File: config.mk
export PLATFORM = sky130hd
export DESIGN_NAME = rv_core_top
export DESIGN_NICKNAME = d
export VERILOG_FILES = /design/src/design/rv_core_pkg.sv /design/src/design/rv_commit.sv /design/src/design/rv_core_top.sv /design/src/design/rv_decode.sv /design/src/design/rv_execute.sv /design/src/design/rv_regfile.sv
export VERILOG_INCLUDE_DIRS = /design/src /design/src/design
export SDC_FILE = /design/constraint.sdc
export NUM_CORES = 2
export LEC_CHECK = 0
export ABC_AREA = 1
export BUFFER_PORTS_ARGS = -buffer_cell sky130_fd_sc_hd__buf_2
export CAP_MARGIN = 10
export CORE_MARGIN = 3
export CORE_UTILIZATION = 35
export DETAILED_ROUTE_END_ITERATION = 10
export PLACE_DENSITY_LB_ADDON = 0.25
export SYNTH_ARGS = -nofsm -noshare
export SYNTH_HDL_FRONTEND = slang
export SYNTH_SLANG_ARGS = --single-unit
File: constraint.sdc
create_clock -name clk -period 5.7 [get_ports clk]
set_clock_uncertainty 0.2 [all_clocks]
set_input_delay 1.14 -clock clk [delete_from_list [all_inputs] [get_ports clk]]
set_output_delay 1.14 -clock clk [all_outputs]
set_load 0.05 [all_outputs]
File: src/design/rv_core_macros.svh
`ifndef RV_CORE_MACROS_SVH
`define RV_CORE_MACROS_SVH

// datapath width, rv64
`define RV_XLEN 64

// first fetch address after reset
`define RV_RESET_PC 64'h8000_0000

// architectural integer registers, x0 included
`define RV_NUM_REGS 32

// major opcodes, inst[6:0]
`define RV_OPC_OP_IMM 7'b0010011
`define RV_OPC_LUI 7'b0110111
`define RV_OPC_AUIPC 7'b0010111
`define RV_OPC_JAL 7'b1101111
`define RV_OPC_JALR 7'b1100111
// only sd is accepted here, retired as nop
`define RV_OPC_STORE 7'b0100011
// ebreak lives under system
`define RV_OPC_SYSTEM 7'b1110011

`endif

File: src/design/rv_core_pkg.sv
`include "rv_core_macros.svh"

package rv_core_pkg;

  // one architectural data word
  typedef logic [`RV_XLEN-1:0] xlen_t;

  // register index, 5 bits for 32 regs
  typedef logic [$clog2(`RV_NUM_REGS)-1:0] reg_addr_t;

  // raw instruction word
  typedef logic [31:0] inst_t;

  // decoded instruction class
  typedef enum logic [3:0] {
    inst_nop,
    inst_addi,
    inst_lui,
    inst_auipc,
    inst_jal,
    inst_jalr,
    inst_ebreak,
    inst_store_nop,
    inst_illegal
  } inst_kind_e;

  // commit fsm
  typedef enum logic [1:0] {
    st_run,
    st_halted,
    st_trapped
  } core_state_e;

  // decode to execute
  typedef struct packed {
    inst_kind_e kind;
    xlen_t      op1;
    xlen_t      op2;
    xlen_t      jmp_base;
    xlen_t      jmp_off;
    logic       jump;
    logic       rd_we;
    reg_addr_t  rd;
  } dec_out_t;

  // execute to commit
  typedef struct packed {
    xlen_t     wb_data;
    xlen_t     next_pc;
    logic      rd_we;
    reg_addr_t rd;
    logic      is_ebreak;
    logic      is_illegal;
  } exe_out_t;

endpackage

File: src/design/rv_commit.sv
`timescale 1ns/1ns

`include "rv_core_macros.svh"

module rv_commit (
  input  logic                   clk,
  input  logic                   arst_n,
  input  logic                   inst_valid,
  input  rv_core_pkg::exe_out_t  exe,
  output rv_core_pkg::xlen_t     pc,
  output logic                   we,
  output rv_core_pkg::reg_addr_t waddr,
  output rv_core_pkg::xlen_t     wdata,
  output logic                   retire_valid,
  output rv_core_pkg::xlen_t     retire_pc,
  output logic                   retire_rd_we,
  output rv_core_pkg::reg_addr_t retire_rd,
  output rv_core_pkg::xlen_t     retire_data,
  output logic                   halted,
  output logic                   trapped
);

  rv_core_pkg::core_state_e state;
  rv_core_pkg::core_state_e state_next;
  logic                     accept;
  logic                     retire;

  // strobe only counts while running
  assign accept = inst_valid && (state == rv_core_pkg::st_run);
  // illegal never retires
  assign retire = accept && !exe.is_illegal;

  // writeback port to the regfile
  assign we    = retire && exe.rd_we;
  assign waddr = exe.rd;
  assign wdata = exe.wb_data;

  always_comb begin
    state_next = state;
    if (accept) begin
      if (exe.is_illegal) begin
        state_next = rv_core_pkg::st_trapped;
      end else if (exe.is_ebreak) begin
        state_next = rv_core_pkg::st_halted;
      end
    end
  end

  // pc and fsm, halted and trapped are sticky until reset
  always_ff @(posedge clk or negedge arst_n) begin
    if (!arst_n) begin
      state        <= rv_core_pkg::st_run;
      pc           <= `RV_RESET_PC;
      retire_valid <= 1'b0;
      retire_rd_we <= 1'b0;
    end else begin
      state        <= state_next;
      retire_valid <= retire;
      retire_rd_we <= we;
      if (retire) pc <= exe.next_pc;
    end
  end

  // retire record payload, only meaningful with retire_valid
  always_ff @(posedge clk) begin
    if (retire) begin
      retire_pc   <= pc;
      retire_rd   <= exe.rd;
      retire_data <= exe.wb_data;
    end
  end

  assign halted  = (state == rv_core_pkg::st_halted);
  assign trapped = (state == rv_core_pkg::st_trapped);

endmodule

File: src/design/rv_core_top.sv
`timescale 1ns/1ns

module rv_core_top (
  input  logic                   clk,
  input  logic                   arst_n,
  input  logic                   inst_valid,
  input  rv_core_pkg::inst_t     inst,
  output rv_core_pkg::xlen_t     pc,
  output logic                   retire_valid,
  output rv_core_pkg::xlen_t     retire_pc,
  output logic                   retire_rd_we,
  output rv_core_pkg::reg_addr_t retire_rd,
  output rv_core_pkg::xlen_t     retire_data,
  output logic                   halted,
  output logic                   trapped
);

  rv_core_pkg::reg_addr_t rs1_addr;
  rv_core_pkg::xlen_t     rs1_data;
  rv_core_pkg::dec_out_t  dec;
  rv_core_pkg::exe_out_t  exe;
  logic                   rf_we;
  rv_core_pkg::reg_addr_t rf_waddr;
  rv_core_pkg::xlen_t     rf_wdata;

  // decode reads the current pc from commit
  rv_decode u_decode (
    .pc       (pc),
    .inst     (inst),
    .rs1_data (rs1_data),
    .rs1_addr (rs1_addr),
    .dec      (dec)
  );

  rv_execute u_execute (
    .dec (dec),
    .pc  (pc),
    .exe (exe)
  );

  rv_regfile u_regfile (
    .clk    (clk),
    .arst_n (arst_n),
    .raddr  (rs1_addr),
    .we     (rf_we),
    .waddr  (rf_waddr),
    .wdata  (rf_wdata),
    .rdata  (rs1_data)
  );

  // pc, state and retire record
  rv_commit u_commit (
    .clk          (clk),
    .arst_n       (arst_n),
    .inst_valid   (inst_valid),
    .exe          (exe),
    .pc           (pc),
    .we           (rf_we),
    .waddr        (rf_waddr),
    .wdata        (rf_wdata),
    .retire_valid (retire_valid),
    .retire_pc    (retire_pc),
    .retire_rd_we (retire_rd_we),
    .retire_rd    (retire_rd),
    .retire_data  (retire_data),
    .halted       (halted),
    .trapped      (trapped)
  );

endmodule

File: src/design/rv_decode.sv
`timescale 1ns/1ns

`include "rv_core_macros.svh"

module rv_decode (
  input  rv_core_pkg::xlen_t     pc,
  input  rv_core_pkg::inst_t     inst,
  input  rv_core_pkg::xlen_t     rs1_data,
  output rv_core_pkg::reg_addr_t rs1_addr,
  output rv_core_pkg::dec_out_t  dec
);

  logic [6:0]              opcode;
  logic [2:0]              func3;
  rv_core_pkg::reg_addr_t  rd;
  rv_core_pkg::reg_addr_t  rs1;
  rv_core_pkg::xlen_t      imm_i;
  rv_core_pkg::xlen_t      imm_u;
  rv_core_pkg::xlen_t      imm_j;
  rv_core_pkg::inst_kind_e kind;

  // instruction fields
  assign opcode = inst[6:0];
  assign rd     = inst[11:7];
  assign func3  = inst[14:12];
  assign rs1    = inst[19:15];

  // i-type immediate sign extended from 12 bits
  assign imm_i = {{52{inst[31]}}, inst[31:20]};
  // u-type immediate in the upper 20 bits and sign extended past bit 31
  assign imm_u = {{32{inst[31]}}, inst[31:12], 12'b0};
  // j-type immediate from scrambled bits with lsb always zero
  assign imm_j = {{44{inst[31]}}, inst[19:12], inst[20], inst[30:21], 1'b0};

  // opcode classification
  always_comb begin
    kind = rv_core_pkg::inst_illegal;
    case (opcode)
      7'b000_0000: begin
        // only the all-zero word is the simulation filler
        if (inst == '0) kind = rv_core_pkg::inst_nop;
      end
      `RV_OPC_OP_IMM: begin
        // only addi among the op-imm group
        if (func3 == 3'b000) kind = rv_core_pkg::inst_addi;
      end
      `RV_OPC_LUI:   kind = rv_core_pkg::inst_lui;
      `RV_OPC_AUIPC: kind = rv_core_pkg::inst_auipc;
      `RV_OPC_JAL:   kind = rv_core_pkg::inst_jal;
      `RV_OPC_JALR: begin
        if (func3 == 3'b000) kind = rv_core_pkg::inst_jalr;
      end
      `RV_OPC_STORE: begin
        // sd only and no memory behind it
        if (func3 == 3'b011) kind = rv_core_pkg::inst_store_nop;
      end
      `RV_OPC_SYSTEM: begin
        if (func3 == 3'b000) kind = rv_core_pkg::inst_ebreak;
      end
      default: kind = rv_core_pkg::inst_illegal;
    endcase
  end

  // operand and jump selection
  always_comb begin
    dec          = '0;
    dec.kind     = kind;
    rs1_addr     = '0;
    case (kind)
      rv_core_pkg::inst_addi: begin
        rs1_addr  = rs1;
        dec.op1   = rs1_data;
        dec.op2   = imm_i;
        dec.rd_we = 1'b1;
        dec.rd    = rd;
      end
      rv_core_pkg::inst_lui: begin
        // op1 stays zero
        dec.op2   = imm_u;
        dec.rd_we = 1'b1;
        dec.rd    = rd;
      end
      rv_core_pkg::inst_auipc: begin
        dec.op1   = pc;
        dec.op2   = imm_u;
        dec.rd_we = 1'b1;
        dec.rd    = rd;
      end
      rv_core_pkg::inst_jal: begin
        // link value pc+4 and target pc+imm
        dec.op1      = pc;
        dec.op2      = 64'd4;
        dec.jmp_base = pc;
        dec.jmp_off  = imm_j;
        dec.jump     = 1'b1;
        dec.rd_we    = 1'b1;
        dec.rd       = rd;
      end
      rv_core_pkg::inst_jalr: begin
        // target from rs1 read before writeback
        rs1_addr     = rs1;
        dec.op1      = pc;
        dec.op2      = 64'd4;
        dec.jmp_base = rs1_data;
        dec.jmp_off  = imm_i;
        dec.jump     = 1'b1;
        dec.rd_we    = 1'b1;
        dec.rd       = rd;
      end
      // remaining kinds have no operands and no write
      default: begin
        dec.rd_we = 1'b0;
      end
    endcase
  end

endmodule

File: src/design/rv_execute.sv
`timescale 1ns/1ns

module rv_execute (
  input  rv_core_pkg::dec_out_t dec,
  input  rv_core_pkg::xlen_t    pc,
  output rv_core_pkg::exe_out_t exe
);

  rv_core_pkg::xlen_t sum;
  rv_core_pkg::xlen_t target;
  rv_core_pkg::xlen_t pc_plus4;

  // result adder, covers addi, lui, auipc and link value
  assign sum = dec.op1 + dec.op2;

  // jump target adder, bit 0 forced low as jalr requires
  assign target = (dec.jmp_base + dec.jmp_off) & ~64'd1;

  // sequential fetch
  assign pc_plus4 = pc + 64'd4;

  always_comb begin
    exe.wb_data = sum;
    exe.next_pc = dec.jump ? target : pc_plus4;
    exe.rd_we   = dec.rd_we;
    exe.rd      = dec.rd;
    // flags so commit never looks at the kind
    exe.is_ebreak  = (dec.kind == rv_core_pkg::inst_ebreak);
    exe.is_illegal = (dec.kind == rv_core_pkg::inst_illegal);
  end

endmodule

File: src/design/rv_regfile.sv
`timescale 1ns/1ns

`include "rv_core_macros.svh"

module rv_regfile (
  input  logic                   clk,
  input  logic                   arst_n,
  input  rv_core_pkg::reg_addr_t raddr,
  input  logic                   we,
  input  rv_core_pkg::reg_addr_t waddr,
  input  rv_core_pkg::xlen_t     wdata,
  output rv_core_pkg::xlen_t     rdata
);

  rv_core_pkg::xlen_t regs [`RV_NUM_REGS];

  // whole array zeroed on reset
  always_ff @(posedge clk or negedge arst_n) begin
    if (!arst_n) begin
      for (int i = 0; i < `RV_NUM_REGS; i++) begin
        regs[i] <= '0;
      end
    end else if (we && (waddr != '0)) begin
      // x0 writes dropped here
      regs[waddr] <= wdata;
    end
  end

  // async read, x0 hardwired
  assign rdata = (raddr == '0) ? '0 : regs[raddr];

endmodule

==> flow_metrics.py <==
metrics = {
    "clock_tree": {
        "cts_sinks": 2247,
        "clock_tree.htree_level_count": 4,
        "worst_setup_hold_path_clk_slew_ps": 60,
        "number_of_buffers_created_by_cts": 240,
        "clk_root_buffer_cell": "clkbuf_16",
        "worst_skew_pair.late_latency_ps": 960,
        "clock_tree.buffer_depth": 4,
        "tritoncts": "yes",
    },
    "floorplan": {
        "dieWidth_um": 571.8,
        "start_util_pct": 35.20,
        "num_rows": 207,
        "die_area_sq_um": 327000,
        "boundaryPins": 236,
        "die_y_um": 571.8,
        "placeable_area_sq_um": 318300,
    },
    "synthesis": {
        "post_synth_fa_ha_maj_area_fraction_pct": 1.443,
        "synthXorXnorAreaFrac_pct": 0.7972,
        "synth-compound-area-share_pct": 20.42,
        "ys_types": 60,
        "synth_cells": 13940,
        "synth_enable_flop_cells": 132,
        "synth.mux.area_fraction_pct": 0,
        "postSynth.asyncResetShare_pct": 94.13,
        "syn_area_per_cell_sq_um": 8.036,
        "synth.ff_latch_count": 2247,
        "synth_seq_area_share_pct": 50.77,
        "dominantRegCellSynth": "dfrtp_1",
        "yosysTopAreaCell": "dfrtp_1",
        "yosys.cell_count.top_type": "nand2_1",
        "post-synth-top-area-fraction_pct": 47.21,
        "yosys.area_share.simple_pct": 16.99,
        "yosys-top-cells-count": "nand2_1, dfrtp_1, o21ai_0",
        "synth_top_cells_by_area": "dfrtp_1, nand2_1, o21ai_0",
        "synth_top_family_by_area": "compound AO/OA/AOI/OAI gates",
        "synthesis.area_sq_um": 112100,
        "yosys_warnings": 0,
    },
    "power": {
        "power_frac_seq_pct": 48.2,
        "cell_internal_pwr_mw": 25.79,
        "net_load_switching_power_mw": 7.509,
        "max-vdd-ir-drop_v": 0.0002521,
        "comb_power_share_pct": 2.5,
        "power_leakage_nw": 71.07,
        "power_per_cell_area_nw_per_um2": 231.5,
        "power_frac_clock_pct": 49.2,
        "p_sw_share_pct": 22.55,
    },
    "drt": {
        "met3WireLength_um": 36100,
        "met2RoutedLength_um": 192200,
        "avgRoutedWirePerCell_um": 23.05,
        "detail-route-antenna-nets": 0,
        "post_route_met1_wirelength_um": 202500,
        "vias_per_cell": 5.356,
        "dr.max_layer_used": "met5",
        "firstDrtPassIters": 11,
        "dr_total_vias": 104200,
        "drcViolationCount": 2,
        "postRouteWirelength_um": 448500,
        "drtIter0Drc": 12300,
    },
    "timing": {
        "setup_viol_count_final": 1004,
        "fmax_mhz": 165.7,
        "slew_violations": 0,
        "setup_slack_ps": -335.9,
        "finalHoldWorstSlack_ps": 176.6,
        "worstMarginPinSlew_ps": 972.9,
        "final_hold_viol_count": 0,
        "rsz0062_at_grt": "yes",
        "slew_headroom_pct": 34.54,
        "min_period_ps": 6036,
        "post-route-period-util_pct": 105.9,
    },
    "place": {
        "io_buffers": 233,
        "total_instance_count_after_detailed_placement": 18830,
        "final_weighted_congestion_in_routability_driven_placement": 0.9345,
        "dpl.hpwl_um": 299600,
        "placement.setup.worst_slack_ps": -2304,
    },
    "worst_setup_path": {
        "reg2reg_depth": 30,
        "crit_slowest_cell": "fa_2",
        "timing.critical_path.arrival_ps": 6640,
        "crit_fanout": 8,
        "start_to_end_type_of_the_worst_setup_path": "in -> reg",
        "critical-path-top-cell-by-count": "buf_12",
        "critical-path-max-stage-delay_ps": 390,
        "worst_setup_end_kind": "register",
        "timing.critical_path.required_ps": 6300,
        "worstSetupStartpointType": "input pin",
    },
    "run_status": {
        "run_status": "finished, violations left",
        "violations": "design-rule violations, negative setup slack",
    },
    "worst_hold_path": {
        "worst_hold_path.num_cells": 0,
        "worstHoldPathType": "reg -> reg",
    },
    "global_route": {
        "grt_pass1_vias": 97860,
        "globalRouteOverflowTotal": 0,
        "grt_antenna_before_repair": 12,
        "globalRouteTotalUtil_pct": 26.67,
        "grt_start_max_net_pins": 127,
        "grt_pass1_wl_um": 660600,
    },
    "final_layout": {
        "fillerInstances": 30870,
        "fin_cells": 19460,
        "syn2layout_area_growth_pct": 28.34,
        "nNetsFinal": 15240,
        "share_of_post_route_cells_with_drive_strength_above_1_pct": 19.30,
    },
    "job": {
        "max_cap_viol_count": 0,
    },
}
[layer usage]
layer / vias to the layer above / track usage, %
met5: - / 0
met3: 772 / 4.192
met1: 50880 / 38.94
met4: 4 / 9.300
met2: 4133 / 39.94
li1: 48440 / -
[flip-flops by register name, summed over array words and instances (netlist names)]
register               count
u_commit.retire_rd_we      1
u_commit.retire_pc        63
u_commit.pc               63
u_commit.retire_valid      1
u_regfile.regs          2048
u_commit.retire_data      64
u_commit.state             2
u_commit.retire_rd         5
[layout make-up]
cell class / count / area (sq um) / area share (%)
clock inverters: 96 / 1180 / 0.8204
inverters: 1653 / 6305 / 4.384
clock buffers: 336 / 6885 / 4.787
flip-flops and latches: 2247 / 56890 / 39.56
well taps: 4180 / 5230 / 3.636
diodes: 13 / 32.53 / 0.02262
repair buffers: 2034 / 20180 / 14.03
multi-input cells: 8899 / 47120 / 32.76
[power by group through the flow]
stage          registers (mW)  clock network (mW)  logic [mW]
2_1_floorplan            16.4                   0       0.181
3_3_place_gp             16.4                   0       0.828
3_5_place_dp             16.4                   0       0.825
4_1_cts                  16.1                16.7       0.846
5_1_grt                  16.1                17.3       0.921
6_report                 16.1                16.4       0.846
[through the flow]
step | setup TNS (ps) | instance area (sq um) | utilization [%] | power, mW
6_report | -137580 | 143800 | 45.18 | 33.30
5_1_grt | -366280 | 143800 | 45.17 | 34.26
4_1_cts | -38580 | 141800 | 44.55 | 33.56
3_5_place_dp | -2108110 | 131500 | 41.31 | 17.19
3_3_place_gp | -2110900 | 131500 | 41.31 | 17.19
2_1_floorplan | -97050 | 113100 | - | 16.55
[final timing paths]
path                                            from                   end  slack (ps)
worst max-delay path                         inst[5]   u_regfile.regs[696]        -340
max in group asynchronous                     arst_n  u_regfile.regs[1605]        3090
worst min-delay path            u_regfile.regs[2005]  u_regfile.regs[2005]         180
worst min register to register  u_regfile.regs[2005]  u_regfile.regs[2005]         180
worst max register to register  u_regfile.regs[1025]   u_regfile.regs[696]         530
min in group asynchronous                     arst_n  u_regfile.regs[1652]         540
[worst max-delay path, delay by kind of cell]
kind            cells  cell delay [ps]
compound gates     13             2190
xor+xnor            1              150
fa+ha+maj           1              390
buf+inv            14             1840
simple gates       12              840
[cell usage in the layout, fill, tap and decap left out, types with 43 or more instances in the layout]
cell type | netlist | final
a21oi_1 | 623 | 534
a21oi_2 | 0 | 79
a221o_1 | 70 | 69
a221oi_1 | 265 | 227
a311oi_1 | 54 | 43
a31o_2 | 44 | 44
a31oi_1 | 90 | 76
a32o_1 | 95 | 95
buf_12 | 0 | 335
buf_2 | 142 | 224
buf_4 | 12 | 1363
buf_6 | 0 | 53
clkbuf_1 | 893 | 52
clkbuf_16 | 0 | 262
clkinv_2 | 0 | 51
dfrtp_1 | 2114 | 2114
edfxtp_1 | 132 | 132
ha_1 | 126 | 117
inv_1 | 1621 | 1587
inv_2 | 26 | 44
nand2_1 | 3586 | 3539
nand3_1 | 517 | 486
nor2_1 | 467 | 430
nor3_1 | 89 | 84
o211ai_1 | 127 | 127
o21ai_0 | 2076 | 1743
o21ai_1 | 106 | 419
o22ai_1 | 128 | 119
xor2_1 | 70 | 47
[what timing repair did]
| action | in CTS | in global routing |
|---|---|---|
| buffers inserted | 81 | 68 |
| pin swaps | 88 | 119 |
| hold buffers | 1 | 0 |
| endpoints found under the setup margin | 1175 | 1425 |
| resized for setup | 216 | 285 |
| cloned | 18 | 14 |
| endpoints found under the hold margin | 55 | 0 |
[logic make-up after synthesis]
logic type	count (synthesis)
simple gates	4781
compound gates	3886
buf+inv	2799
flops	2247
fa+ha+maj	128
xor+xnor	102
other cells	1
(Power assumes the default switching activity.)
